**src/include/apu_settings.svh**
```systemverilog
//////////////////////////////////////////////////////////////////////
// Sizing macros for the accelerator dispatch subsystem
// APU_DATA_W must equal 2 * APU_DIV_CYCLES, two quotient bits a cycle
// APU_NARGS also sets the number of source register ports
//////////////////////////////////////////////////////////////////////

`ifndef APU_SETTINGS_SVH
`define APU_SETTINGS_SVH

// Operand and result width
`define APU_DATA_W 32

// Register address width, 32 architectural registers
`define APU_REG_AW 5

// Operands per request, one source register each
`define APU_NARGS 2

// Divider iterations from accepted issue to result
`define APU_DIV_CYCLES 16

`endif
```
**src/source/apu_pkg.sv**
```systemverilog
//////////////////////////////////////////////////////////////////////
// Shared types of the accelerator dispatch subsystem
// Latency classes: 0 same cycle, 1 and 2 pipelined, 3 iterative
//////////////////////////////////////////////////////////////////////

`include "apu_settings.svh"

package apu_pkg;

  // Data word, register address and latency class
  typedef logic [`APU_DATA_W-1:0] apu_data_t;
  typedef logic [`APU_REG_AW-1:0] apu_reg_t;
  typedef logic [1:0]             apu_lat_t;

  typedef enum logic [2:0] {
    APU_ADD   = 3'd0,
    APU_SUB   = 3'd1,
    APU_MUL   = 3'd2,
    APU_MULHU = 3'd3,
    APU_DIVU  = 3'd4,
    APU_REMU  = 3'd5
  } apu_op_e;

  // Core side request, held while stalled
  typedef struct packed {
    apu_op_e   op;
    apu_data_t op_a;
    apu_data_t op_b;
    apu_reg_t  rd;
  } apu_req_t;

  // Dispatcher to unit
  typedef struct packed {
    apu_op_e   op;
    apu_data_t op_a;
    apu_data_t op_b;
  } apu_issue_t;

  // Dispatcher to register file
  typedef struct packed {
    apu_data_t result;
    apu_reg_t  rd;
  } apu_rsp_t;

  // Latency class of each operation
  function automatic apu_lat_t apu_latency(apu_op_e op);
    case (op)
      APU_ADD, APU_SUB: return 2'd0;
      APU_MUL:          return 2'd1;
      APU_MULHU:        return 2'd2;
      default:          return 2'd3;
    endcase
  endfunction

endpackage

```
**src/source/apu_subsystem_top.sv**
```systemverilog
//////////////////////////////////////////////////////////////////////
// Accelerator dispatch subsystem: dispatcher, unit, register file
// Request is taken in the first cycle with req_valid_i and no stall
// Result readable class latency plus one edge after it is taken
//////////////////////////////////////////////////////////////////////

`timescale 1ns/1ps

`include "apu_settings.svh"

module apu_subsystem_top
  import apu_pkg::*;
(
  input  logic                      clk_i,
  input  logic                      rst_ni,
  input  logic                      req_valid_i,
  input  apu_req_t                  req_i,
  input  apu_reg_t [`APU_NARGS-1:0] rs_addr_i,
  input  logic [`APU_NARGS-1:0]     rs_valid_i,
  input  apu_reg_t                  wr_addr_i,
  input  logic                      wr_valid_i,
  input  apu_reg_t                  rd_addr_i,
  output logic                      stall_o,
  output logic                      active_o,
  output logic                      read_dep_o,
  output logic                      write_dep_o,
  output apu_data_t                 rd_data_o
);

  // Dispatcher to unit
  logic       issue_req, issue_gnt;
  apu_issue_t issue;
  // Unit to dispatcher
  logic       result_valid;
  apu_data_t  result;
  // Dispatcher to register file
  logic       wb_valid;
  apu_rsp_t   wb;

  apu_dispatcher u_dispatcher (
    .clk_i          (clk_i),
    .rst_ni         (rst_ni),
    .req_valid_i    (req_valid_i),
    .req_i          (req_i),
    .rs_addr_i      (rs_addr_i),
    .rs_valid_i     (rs_valid_i),
    .wr_addr_i      (wr_addr_i),
    .wr_valid_i     (wr_valid_i),
    .issue_req_o    (issue_req),
    .issue_o        (issue),
    .issue_gnt_i    (issue_gnt),
    .result_valid_i (result_valid),
    .result_i       (result),
    .wb_valid_o     (wb_valid),
    .wb_o           (wb),
    .stall_o        (stall_o),
    .active_o       (active_o),
    .read_dep_o     (read_dep_o),
    .write_dep_o    (write_dep_o)
  );

  apu_unit u_unit (
    .clk_i          (clk_i),
    .rst_ni         (rst_ni),
    .issue_req_i    (issue_req),
    .issue_i        (issue),
    .issue_gnt_o    (issue_gnt),
    .result_valid_o (result_valid),
    .result_o       (result)
  );

  apu_writeback_rf u_writeback_rf (
    .clk_i      (clk_i),
    .rst_ni     (rst_ni),
    .wb_valid_i (wb_valid),
    .wb_i       (wb),
    .rd_addr_i  (rd_addr_i),
    .rd_data_o  (rd_data_o)
  );

endmodule

```
**src/source/apu_writeback_rf.sv**
```systemverilog
//////////////////////////////////////////////////////////////////////
// Writeback register file, one write port and one read port
// Write lands at the next edge, read is combinational
// Register 0 reads as zero
//////////////////////////////////////////////////////////////////////

`timescale 1ns/1ps

`include "apu_settings.svh"

module apu_writeback_rf
  import apu_pkg::*;
(
  input  logic      clk_i,
  input  logic      rst_ni,
  input  logic      wb_valid_i,
  input  apu_rsp_t  wb_i,
  input  apu_reg_t  rd_addr_i,
  output apu_data_t rd_data_o
);

  localparam int unsigned NREGS = 2 ** `APU_REG_AW;

  apu_data_t rf_q [NREGS];

  // All registers clear on reset
  // Register 0 ignores writes and keeps its reset value
  always_ff @(posedge clk_i or negedge rst_ni) begin
    if (!rst_ni) begin
      for (int i = 0; i < NREGS; i++) begin
        rf_q[i] <= '0;
      end
    end else if (wb_valid_i && (wb_i.rd != '0)) begin
      rf_q[wb_i.rd] <= wb_i.result;
    end
  end

  assign rd_data_o = rf_q[rd_addr_i];

  // Dispatcher filters writes to register 0
  assert property (@(posedge clk_i) disable iff (!rst_ni)
    wb_valid_i |-> (wb_i.rd != '0))
    else $error("apu_writeback_rf: write to register 0");

endmodule

```
**src/source/apu_unit.sv**
```systemverilog
//////////////////////////////////////////////////////////////////////
// Arithmetic unit: add/sub same cycle, MUL one stage, MULHU two stages
// Unsigned divider, two quotient bits per cycle, no grant while busy
// Results are one-cycle strobes without back-pressure
//////////////////////////////////////////////////////////////////////

`timescale 1ns/1ps

`include "apu_settings.svh"

module apu_unit
  import apu_pkg::*;
(
  input  logic       clk_i,
  input  logic       rst_ni,
  input  logic       issue_req_i,
  input  apu_issue_t issue_i,
  output logic       issue_gnt_o,
  output logic       result_valid_o,
  output apu_data_t  result_o
);

  localparam int unsigned W  = `APU_DATA_W;
  localparam int unsigned CW = $clog2(`APU_DIV_CYCLES + 1);

  typedef enum logic {
    DIV_IDLE,
    DIV_BUSY
  } div_state_e;

  div_state_e        state_q;
  logic [CW-1:0]     cnt_q;
  logic              fire, same_v, div_start, div_done;
  logic              mul_v1_q, mulhu_v1_q, mulhu_v2_q;
  apu_lat_t          lat;
  apu_data_t         sum;
  logic [2*W-1:0]    prod, prod_q;
  apu_data_t         hi_q;
  logic [W:0]        rem_q, rem_in, rem_n;
  apu_data_t         quo_q, quo_in, quo_n, dvs_q, dvs_in;
  logic              is_rem_q;

  assign issue_gnt_o = (state_q == DIV_IDLE);
  assign fire        = issue_req_i & issue_gnt_o;
  assign lat         = apu_latency(issue_i.op);

  // Same cycle path
  assign sum    = (issue_i.op == APU_SUB) ? issue_i.op_a - issue_i.op_b
                                          : issue_i.op_a + issue_i.op_b;
  assign same_v = fire & (lat == 2'd0);

  ////////////////////////////////////////////////////////////////////
  // Multiply pipeline
  ////////////////////////////////////////////////////////////////////

  assign prod = {{W{1'b0}}, issue_i.op_a} * {{W{1'b0}}, issue_i.op_b};

  always_ff @(posedge clk_i or negedge rst_ni) begin
    if (!rst_ni) begin
      mul_v1_q   <= 1'b0;
      mulhu_v1_q <= 1'b0;
      mulhu_v2_q <= 1'b0;
    end else begin
      mul_v1_q   <= fire & (lat == 2'd1);
      mulhu_v1_q <= fire & (lat == 2'd2);
      mulhu_v2_q <= mulhu_v1_q;
    end
  end

  // Stage 2 takes the high word before a following MUL overwrites it
  always_ff @(posedge clk_i) begin
    if (fire && (lat == 2'd1 || lat == 2'd2)) prod_q <= prod;
    if (mulhu_v1_q) hi_q <= prod_q[2*W-1:W];
  end

  ////////////////////////////////////////////////////////////////////
  // Divider
  ////////////////////////////////////////////////////////////////////

  assign div_start = fire & (lat == 2'd3);
  assign div_done  = (state_q == DIV_BUSY) && (cnt_q == CW'(`APU_DIV_CYCLES));

  // First step runs on the issue operands in the accept cycle
  always_comb begin
    if (state_q == DIV_IDLE) begin
      rem_in = '0;
      quo_in = issue_i.op_a;
      dvs_in = issue_i.op_b;
    end else begin
      rem_in = rem_q;
      quo_in = quo_q;
      dvs_in = dvs_q;
    end
  end

  // Two restoring steps per cycle
  // Divisor zero always subtracts, giving all ones and the dividend
  always_comb begin
    rem_n = rem_in;
    quo_n = quo_in;
    for (int i = 0; i < 2; i++) begin
      rem_n = {rem_n[W-1:0], quo_n[W-1]};
      quo_n = {quo_n[W-2:0], 1'b0};
      if (rem_n >= {1'b0, dvs_in}) begin
        rem_n    = rem_n - {1'b0, dvs_in};
        quo_n[0] = 1'b1;
      end
    end
  end

  always_ff @(posedge clk_i or negedge rst_ni) begin
    if (!rst_ni) begin
      state_q <= DIV_IDLE;
      cnt_q   <= '0;
    end else begin
      case (state_q)
        DIV_IDLE: begin
          if (div_start) begin
            state_q <= DIV_BUSY;
            cnt_q   <= CW'(1);
          end
        end
        DIV_BUSY: begin
          if (div_done) state_q <= DIV_IDLE;
          else          cnt_q   <= cnt_q + CW'(1);
        end
        default: state_q <= DIV_IDLE;
      endcase
    end
  end

  always_ff @(posedge clk_i) begin
    if (div_start || (state_q == DIV_BUSY && !div_done)) begin
      rem_q <= rem_n;
      quo_q <= quo_n;
      dvs_q <= dvs_in;
    end
    if (div_start) is_rem_q <= (issue_i.op == APU_REMU);
  end

  ////////////////////////////////////////////////////////////////////
  // Result select
  ////////////////////////////////////////////////////////////////////

  assign result_valid_o = same_v | mul_v1_q | mulhu_v2_q | div_done;

  always_comb begin
    if (same_v)          result_o = sum;
    else if (mul_v1_q)   result_o = prod_q[W-1:0];
    else if (mulhu_v2_q) result_o = hi_q;
    else if (div_done)   result_o = is_rem_q ? rem_q[W-1:0] : quo_q;
    else                 result_o = '0;
  end

  // Dispatcher stalls keep the result sources apart
  assert property (@(posedge clk_i) disable iff (!rst_ni)
    $onehot0({same_v, mul_v1_q, mulhu_v2_q, div_done}))
    else $error("apu_unit: two results in the same cycle");

endmodule

```
**src/source/apu_dispatcher.sv**
```systemverilog
//////////////////////////////////////////////////////////////////////
// Issues core requests to the unit and tags returning results
// At most two operations unreturned, in the in-flight and waiting slot
// Results must come back in issue order, the stall rules ensure that
// Writebacks to register 0 are dropped here
//////////////////////////////////////////////////////////////////////

`timescale 1ns/1ps

`include "apu_settings.svh"

module apu_dispatcher
  import apu_pkg::*;
(
  input  logic                      clk_i,
  input  logic                      rst_ni,
  // Core request, held while stall_o is high
  input  logic                      req_valid_i,
  input  apu_req_t                  req_i,
  // Dependency check inputs
  input  apu_reg_t [`APU_NARGS-1:0] rs_addr_i,
  input  logic [`APU_NARGS-1:0]     rs_valid_i,
  input  apu_reg_t                  wr_addr_i,
  input  logic                      wr_valid_i,
  // Unit side
  output logic                      issue_req_o,
  output apu_issue_t                issue_o,
  input  logic                      issue_gnt_i,
  input  logic                      result_valid_i,
  input  apu_data_t                 result_i,
  // Register file side
  output logic                      wb_valid_o,
  output apu_rsp_t                  wb_o,
  // Status
  output logic                      stall_o,
  output logic                      active_o,
  output logic                      read_dep_o,
  output logic                      write_dep_o
);

  apu_reg_t addr_inflight_q, addr_waiting_q;
  apu_reg_t addr_inflight_d, addr_waiting_d;
  apu_reg_t wb_addr;
  logic     valid_inflight_q, valid_waiting_q;
  logic     valid_inflight_d, valid_waiting_d;
  logic     valid_req, req_accepted, active;
  logic     returned_req, returned_inflight, returned_waiting;
  logic     live_req, live_inflight, live_waiting;
  logic     stall_full, stall_type, stall_nack;
  apu_lat_t lat_q, req_lat;

  logic [`APU_NARGS-1:0] rd_hit_req, rd_hit_inflight, rd_hit_waiting;
  logic                  wr_hit_req, wr_hit_inflight, wr_hit_waiting;

  assign req_lat      = apu_latency(req_i.op);
  assign active       = valid_inflight_q | valid_waiting_q;

  // Request goes to the unit unless a full or type stall holds it
  assign valid_req    = req_valid_i & ~(stall_full | stall_type);
  assign req_accepted = valid_req & issue_gnt_i;

  ////////////////////////////////////////////////////////////////////
  // Result ownership
  ////////////////////////////////////////////////////////////////////

  // Oldest outstanding operation owns the result
  assign returned_req      = req_accepted & result_valid_i & ~valid_inflight_q
                             & ~valid_waiting_q;
  assign returned_inflight = valid_inflight_q & result_valid_i & ~valid_waiting_q;
  assign returned_waiting  = valid_waiting_q & result_valid_i;

  always_comb begin
    valid_inflight_d = valid_inflight_q;
    valid_waiting_d  = valid_waiting_q;
    addr_inflight_d  = addr_inflight_q;
    addr_waiting_d   = addr_waiting_q;
    if (req_accepted && !returned_req) begin
      // New multicycle operation becomes the in-flight one
      valid_inflight_d = 1'b1;
      addr_inflight_d  = req_i.rd;
      // Older in-flight one moves down if still unreturned
      if ((valid_inflight_q && !returned_inflight) || returned_waiting) begin
        valid_waiting_d = 1'b1;
        addr_waiting_d  = addr_inflight_q;
      end
    end else if (returned_inflight) begin
      valid_inflight_d = 1'b0;
    end else if (returned_waiting) begin
      valid_waiting_d = 1'b0;
    end
  end

  always_ff @(posedge clk_i or negedge rst_ni) begin
    if (!rst_ni) begin
      valid_inflight_q <= 1'b0;
      valid_waiting_q  <= 1'b0;
      addr_inflight_q  <= '0;
      addr_waiting_q   <= '0;
      lat_q            <= '0;
    end else begin
      valid_inflight_q <= valid_inflight_d;
      valid_waiting_q  <= valid_waiting_d;
      addr_inflight_q  <= addr_inflight_d;
      addr_waiting_q   <= addr_waiting_d;
      // Class of the youngest issued operation
      if (req_accepted) begin
        lat_q <= req_lat;
      end
    end
  end

  ////////////////////////////////////////////////////////////////////
  // Stalls
  ////////////////////////////////////////////////////////////////////

  assign stall_full = req_valid_i & valid_inflight_q & valid_waiting_q;
  // A new result must not land before or on top of an older one
  // Same cycle ops would also overtake a two cycle op
  assign stall_type = req_valid_i & active & ((req_lat == 2'd0) | (req_lat == 2'd1)
                      | (req_lat == 2'd3) | ((lat_q - req_lat) == 2'd1));
  assign stall_nack = valid_req & ~issue_gnt_i;
  assign stall_o    = stall_full | stall_type | stall_nack;

  ////////////////////////////////////////////////////////////////////
  // Dependencies
  ////////////////////////////////////////////////////////////////////

  // Register 0 never counts
  for (genvar i = 0; i < `APU_NARGS; i++) begin : g_rs
    assign rd_hit_req[i]      = rs_valid_i[i] & (|rs_addr_i[i])
                                & (rs_addr_i[i] == req_i.rd);
    assign rd_hit_inflight[i] = rs_valid_i[i] & (|rs_addr_i[i])
                                & (rs_addr_i[i] == addr_inflight_q);
    assign rd_hit_waiting[i]  = rs_valid_i[i] & (|rs_addr_i[i])
                                & (rs_addr_i[i] == addr_waiting_q);
  end

  assign wr_hit_req      = wr_valid_i & (|wr_addr_i) & (wr_addr_i == req_i.rd);
  assign wr_hit_inflight = wr_valid_i & (|wr_addr_i) & (wr_addr_i == addr_inflight_q);
  assign wr_hit_waiting  = wr_valid_i & (|wr_addr_i) & (wr_addr_i == addr_waiting_q);

  // Only destinations still unreturned after this cycle
  assign live_req      = valid_req & ~returned_req;
  assign live_inflight = valid_inflight_q & ~returned_inflight;
  assign live_waiting  = valid_waiting_q & ~returned_waiting;

  assign read_dep_o  = (|rd_hit_req & live_req) | (|rd_hit_inflight & live_inflight)
                       | (|rd_hit_waiting & live_waiting);
  assign write_dep_o = (wr_hit_req & live_req) | (wr_hit_inflight & live_inflight)
                       | (wr_hit_waiting & live_waiting);

  ////////////////////////////////////////////////////////////////////
  // Issue and writeback
  ////////////////////////////////////////////////////////////////////

  assign issue_req_o = valid_req;
  assign issue_o     = '{op: req_i.op, op_a: req_i.op_a, op_b: req_i.op_b};

  always_comb begin
    wb_addr = '0;
    if (returned_req)      wb_addr = req_i.rd;
    if (returned_inflight) wb_addr = addr_inflight_q;
    if (returned_waiting)  wb_addr = addr_waiting_q;
  end

  assign wb_valid_o = result_valid_i & (|wb_addr);
  assign wb_o       = '{result: result_i, rd: wb_addr};
  assign active_o   = active;

  // Unit must not return a result nobody waits for
  assert property (@(posedge clk_i) disable iff (!rst_ni)
    result_valid_i |-> (returned_req | valid_inflight_q | valid_waiting_q))
    else $warning("apu_dispatcher: result returned with nothing outstanding");

endmodule

```
**config.mk**
```make
export PLATFORM = sky130hd
export DESIGN_NAME = apu_subsystem_top
export DESIGN_NICKNAME = d
export VERILOG_FILES = /design/src/source/apu_pkg.sv /design/src/source/apu_subsystem_top.sv /design/src/source/apu_writeback_rf.sv /design/src/source/apu_unit.sv /design/src/source/apu_dispatcher.sv
export VERILOG_INCLUDE_DIRS = /design/src /design/src/include
export SDC_FILE = /design/constraint.sdc
export NUM_CORES = 2
export LEC_CHECK = 0
export ABC_AREA = 1
export BUFFER_PORTS_ARGS = -buffer_cell sky130_fd_sc_hd__buf_2
export CORE_MARGIN = 4
export CORE_UTILIZATION = 45
export CTS_CLUSTER_SIZE = 14
export DETAILED_ROUTE_END_ITERATION = 8
export PLACE_DENSITY = 0.63
export SKIP_LAST_GASP = 1
export SYNTH_ARGS = -nofsm -noshare
export SYNTH_HDL_FRONTEND = slang
export SYNTH_SLANG_ARGS = --single-unit
```
**constraint.sdc**
```tcl
create_clock -name clk_i -period 9.07 [get_ports clk_i]
set_input_delay 0 -clock clk_i [delete_from_list [all_inputs] [get_ports clk_i]]
set_output_delay 0 -clock clk_i [all_outputs]
set_load 0.01 [all_outputs]
```
==> flow_metrics.tcl <==
set metrics [dict create \
    status "finished clean" \
    wirelength_um 388000 \
    slowest_stage "a21boi_0" \
    rrSetupSlack_ns 2.41 \
    drc 0 \
    grt_first_pass_wirelength_um 586000 \
    vias_per_cell 5.80 \
    core_mm2 0.225 \
    antenna_found_initial 12 \
    fin_crit_ns 7.46 \
    min_path_cells 4 \
    path_clk_slew_ns 0.06 \
    synthDistinctLibCells 52 \
    rsz0062_at_grt "no" \
    track_usage_pct 32.6 \
    hpwlAfterDp_um 260000 \
    final_hold_viol_count 0 \
    rr_startpoint "u_unit.state_q$_DFF_PN0_" \
    synth_edf_count 193 \
    arrival_ns 8.03 \
    synth_top_area_share_pct 25.8 \
    area_delta_synth_final_pct 7.57 \
    wl_per_cell_um 24.5 \
    initial_utilization_pct 45.2 \
    tightest_slew_ns 1.40 \
    crit_required_ns 9.64 \
    syn_inst 13200 \
    fp-row-count 174 \
    synth_area_mm2 0.102 \
    drt.antenna.violating_nets 0 \
    final-max-slew-violation-count 0 \
    clock-sinks 1240 \
    dieArea_mm2 0.234 \
    drive_gt1_share_pct 5.46 \
    yosysWarnings 0 \
    critical_path_class "in -> reg" \
    max_freq_mhz 134 \
    slew-limit-headroom_pct 6.52 \
    whs_endpoint "u_unit.dvs_q[17]$_DFFE_PP_" \
    first_global_vias 92300 \
    max_stage_delay_ns 0.61 \
    io_pins 134 \
    cap_violations 0 \
    crit_fanout 21 \
    r2r-end "u_unit.rem_q[31]$_DFFE_PP_" \
    synth_seq_cells 1240 \
    synthArstFlopShare_pct 84.4 \
    die_w_um 483 \
    drt_iter0_drc 10800 \
    finalSetupViolCount 0 \
    portBuffers 133 \
    overflow 0 \
    cts_buffer_depth 3 \
    cts_root_buffer "clkbuf_16" \
    yosysTopAreaCell "dfrtp_1" \
    r2r_cells 30 \
    nets 14100 \
    start_kind "input port" \
    critPathCaptureType "flop" \
    cts_tree "done" \
    drt-pass1-iter-count 7 \
    cts_buffers 141 \
    yosys-top-cells-count "nand2_1, inv_1, dfrtp_1" \
    cp_common_cell "fa_1" \
    htreeDepth 4 \
    hold_start "req_i[22]" \
    fin_skew_ns 0.0382 \
    synthFlopType "dfrtp_1" \
    cts_setup_buffers 0 \
    synthTopCellsByArea "dfrtp_1, fa_1, nand2_1" \
    clkLatencyLatePin_ns 0.82 \
    ctsResizeCount 0 \
    dieHeight_um 483 \
    yosysSeqAreaShare_pct 31.5 \
    fin_crit_sh_pct 82.2 \
    min_path_type "in -> reg" \
    yosys.cell_count.top_type "nand2_1" \
    fin_tns_setup_ns 0 \
    cp_cell_sequence "dlygate4sd3_1 -> buf_2 -> buf_4 -> nand2_1 -> inv_1 -> fa_1 -> inv_1 -> fa_1 -> fa_1 -> fa_1 -> inv_1 -> fa_1 -> inv_1 -> fa_1 -> inv_1 -> fa_1 -> fa_1 -> ha_1 -> a21oi_1 -> a21boi_0 -> o21ai_0 -> nand2_1 -> nand2_1 -> xor2_1" \
    hold_buffers 37 \
    synth_nets 14600 \
    grt_start_max_net_pins 176 \
    syn_area_per_cell_um2 7.69 \
    place.gp.congestion 0.963 \
    n_fill_cell 22000 \
    vias 91900 \
]
[cell families (layout without fill, tap and decap cells)]
kind of cell,Yosys count,after routing,share of synthesized area [%]
mux,23,23,0.233
compound gates,1642,1642,9.34
fa+ha+maj,1262,1262,22.2
xor+xnor,188,188,1.62
simple gates,6004,6004,24.2
other cells,0,5,0
buf+inv,2850,2487,10.9
flops,1240,1240,31.5
[layout make-up]
type / instances / area [um2] / share of cell area (%)
multi-input combinational: 9119 / 58900 / 53.9
sequential: 1240 / 32000 / 29.3
inverter: 1849 / 6970 / 6.38
clock buffer: 198 / 4020 / 3.68
tap: 2992 / 3740 / 3.42
timing repair buffer: 381 / 2840 / 2.59
clock inverter: 59 / 802 / 0.734
antenna: 5 / 12.5 / 0.0114
[layout by cell type (no fill, tap or decap), types with 13 or more instances in the layout]
| cell | netlist | final |
|---|---|---|
| nand3_2 | 7 | 14 |
| nor3_1 | 37 | 36 |
| o21bai_1 | 22 | 22 |
| fa_1 | 899 | 899 |
| clkinv_2 | 0 | 21 |
| nor4_1 | 17 | 17 |
| clkbuf_16 | 0 | 141 |
| buf_2 | 174 | 129 |
| dfrtp_1 | 1047 | 1046 |
| nand4_1 | 333 | 333 |
| o221ai_1 | 185 | 185 |
| o22ai_1 | 76 | 76 |
| mux2i_1 | 18 | 18 |
| o211ai_1 | 38 | 38 |
| o21ai_1 | 26 | 26 |
| o21ai_2 | 0 | 15 |
| nand3_1 | 687 | 672 |
| a32oi_1 | 24 | 24 |
| inv_1 | 1840 | 1836 |
| a21oi_1 | 185 | 184 |
| xor2_1 | 127 | 127 |
| o21ai_0 | 961 | 945 |
| clkbuf_8 | 0 | 29 |
| a31oi_1 | 61 | 60 |
| xnor2_1 | 61 | 61 |
| dlygate4sd3_1 | 0 | 36 |
| nor2_4 | 4 | 19 |
| edfxtp_1 | 193 | 193 |
| clkbuf_1 | 712 | 29 |
| a21o_1 | 18 | 18 |
| buf_12 | 0 | 13 |
| buf_4 | 29 | 198 |
| or2_2 | 36 | 36 |
| ha_1 | 363 | 363 |
| nor2_1 | 912 | 903 |
| nand2_1 | 3941 | 3935 |
[sequential cells by signal, indices dropped and copies added (netlist names)]
name	count
u_unit.hi_q	32
u_unit.is_rem_q	1
u_writeback_rf.rf_q	1024
u_unit.rem_q	32
u_unit.mul_v1_q	1
u_dispatcher.addr_waiting_q	5
u_unit.prod_q	64
u_dispatcher.valid_waiting_q	1
u_unit.state_q	1
u_dispatcher.addr_inflight_q	5
u_unit.mulhu_v1_q	1
u_unit.dvs_q	32
u_unit.cnt_q	5
u_unit.quo_q	32
u_dispatcher.valid_inflight_q	1
u_dispatcher.lat_q	2
u_unit.mulhu_v2_q	1
[worst max-delay path by stage]
| stage | start | endpoint | slack [ns] | cells after the start |
|---|---|---|---|---|
| floorplan | u_unit.state_q$_DFF_PN0_ | u_unit.dvs_q[0]$_DFFE_PP_ | 0.72 | 5 |
| global placement | req_i[13] | u_unit.prod_q[27]$_DFFE_PP_ | 1.28 | 22 |
| detailed placement | req_i[13] | u_unit.prod_q[59]$_DFFE_PP_ | 1.35 | 25 |
| CTS | req_i[50] | u_unit.prod_q[27]$_DFFE_PP_ | 1.79 | 24 |
| global route | req_i[49] | u_unit.prod_q[27]$_DFFE_PP_ | 1.49 | 24 |
| finish | req_i[50] | u_unit.prod_q[27]$_DFFE_PP_ | 1.61 | 24 |
[through the flow]
stage | instances | instance area, um2 | setup slack (ns) | hold slack, ns | util, %
after global routing | 15800 | 109000 | 1.49 | 0.0620 | 48.7
after detailed placement | 15500 | 104000 | 1.35 | 0.141 | 46.3
final | 15800 | 109000 | 1.61 | 0.0913 | 48.7
after global placement | 15500 | 104000 | 1.28 | 0.140 | 46.3
after CTS | 15800 | 109000 | 1.79 | 0.0186 | 48.7
after floorplan | 13200 | 102000 | 0.721 | -0.296 | -
[critical path, delay by kind of cell]
family	cells	cell delay (ns)
XOR/XNOR	1	0.37
AO/OA/AOI/OAI	3	1.32
AND/OR/NAND/NOR	3	0.40
buffers and inverters	8	1.78
adder cells (fa/ha/maj)	9	4.13
[per-layer routing]
metal | global-route usage (%) | vias up | share of wire (%)
met4 | 13.1 | 8 | 4.6
met1 | 43.3 | 45600 | 40
met5 | 0 | - | 0.011
met3 | 6.23 | 918 | 9.3
li1 | - | 40500 | -
met2 | 52.5 | 4886 | 46
Power is left out: the tool's default activity adds up to more than one toggle a clock period on the data nets, which glitch-free logic cannot reach.
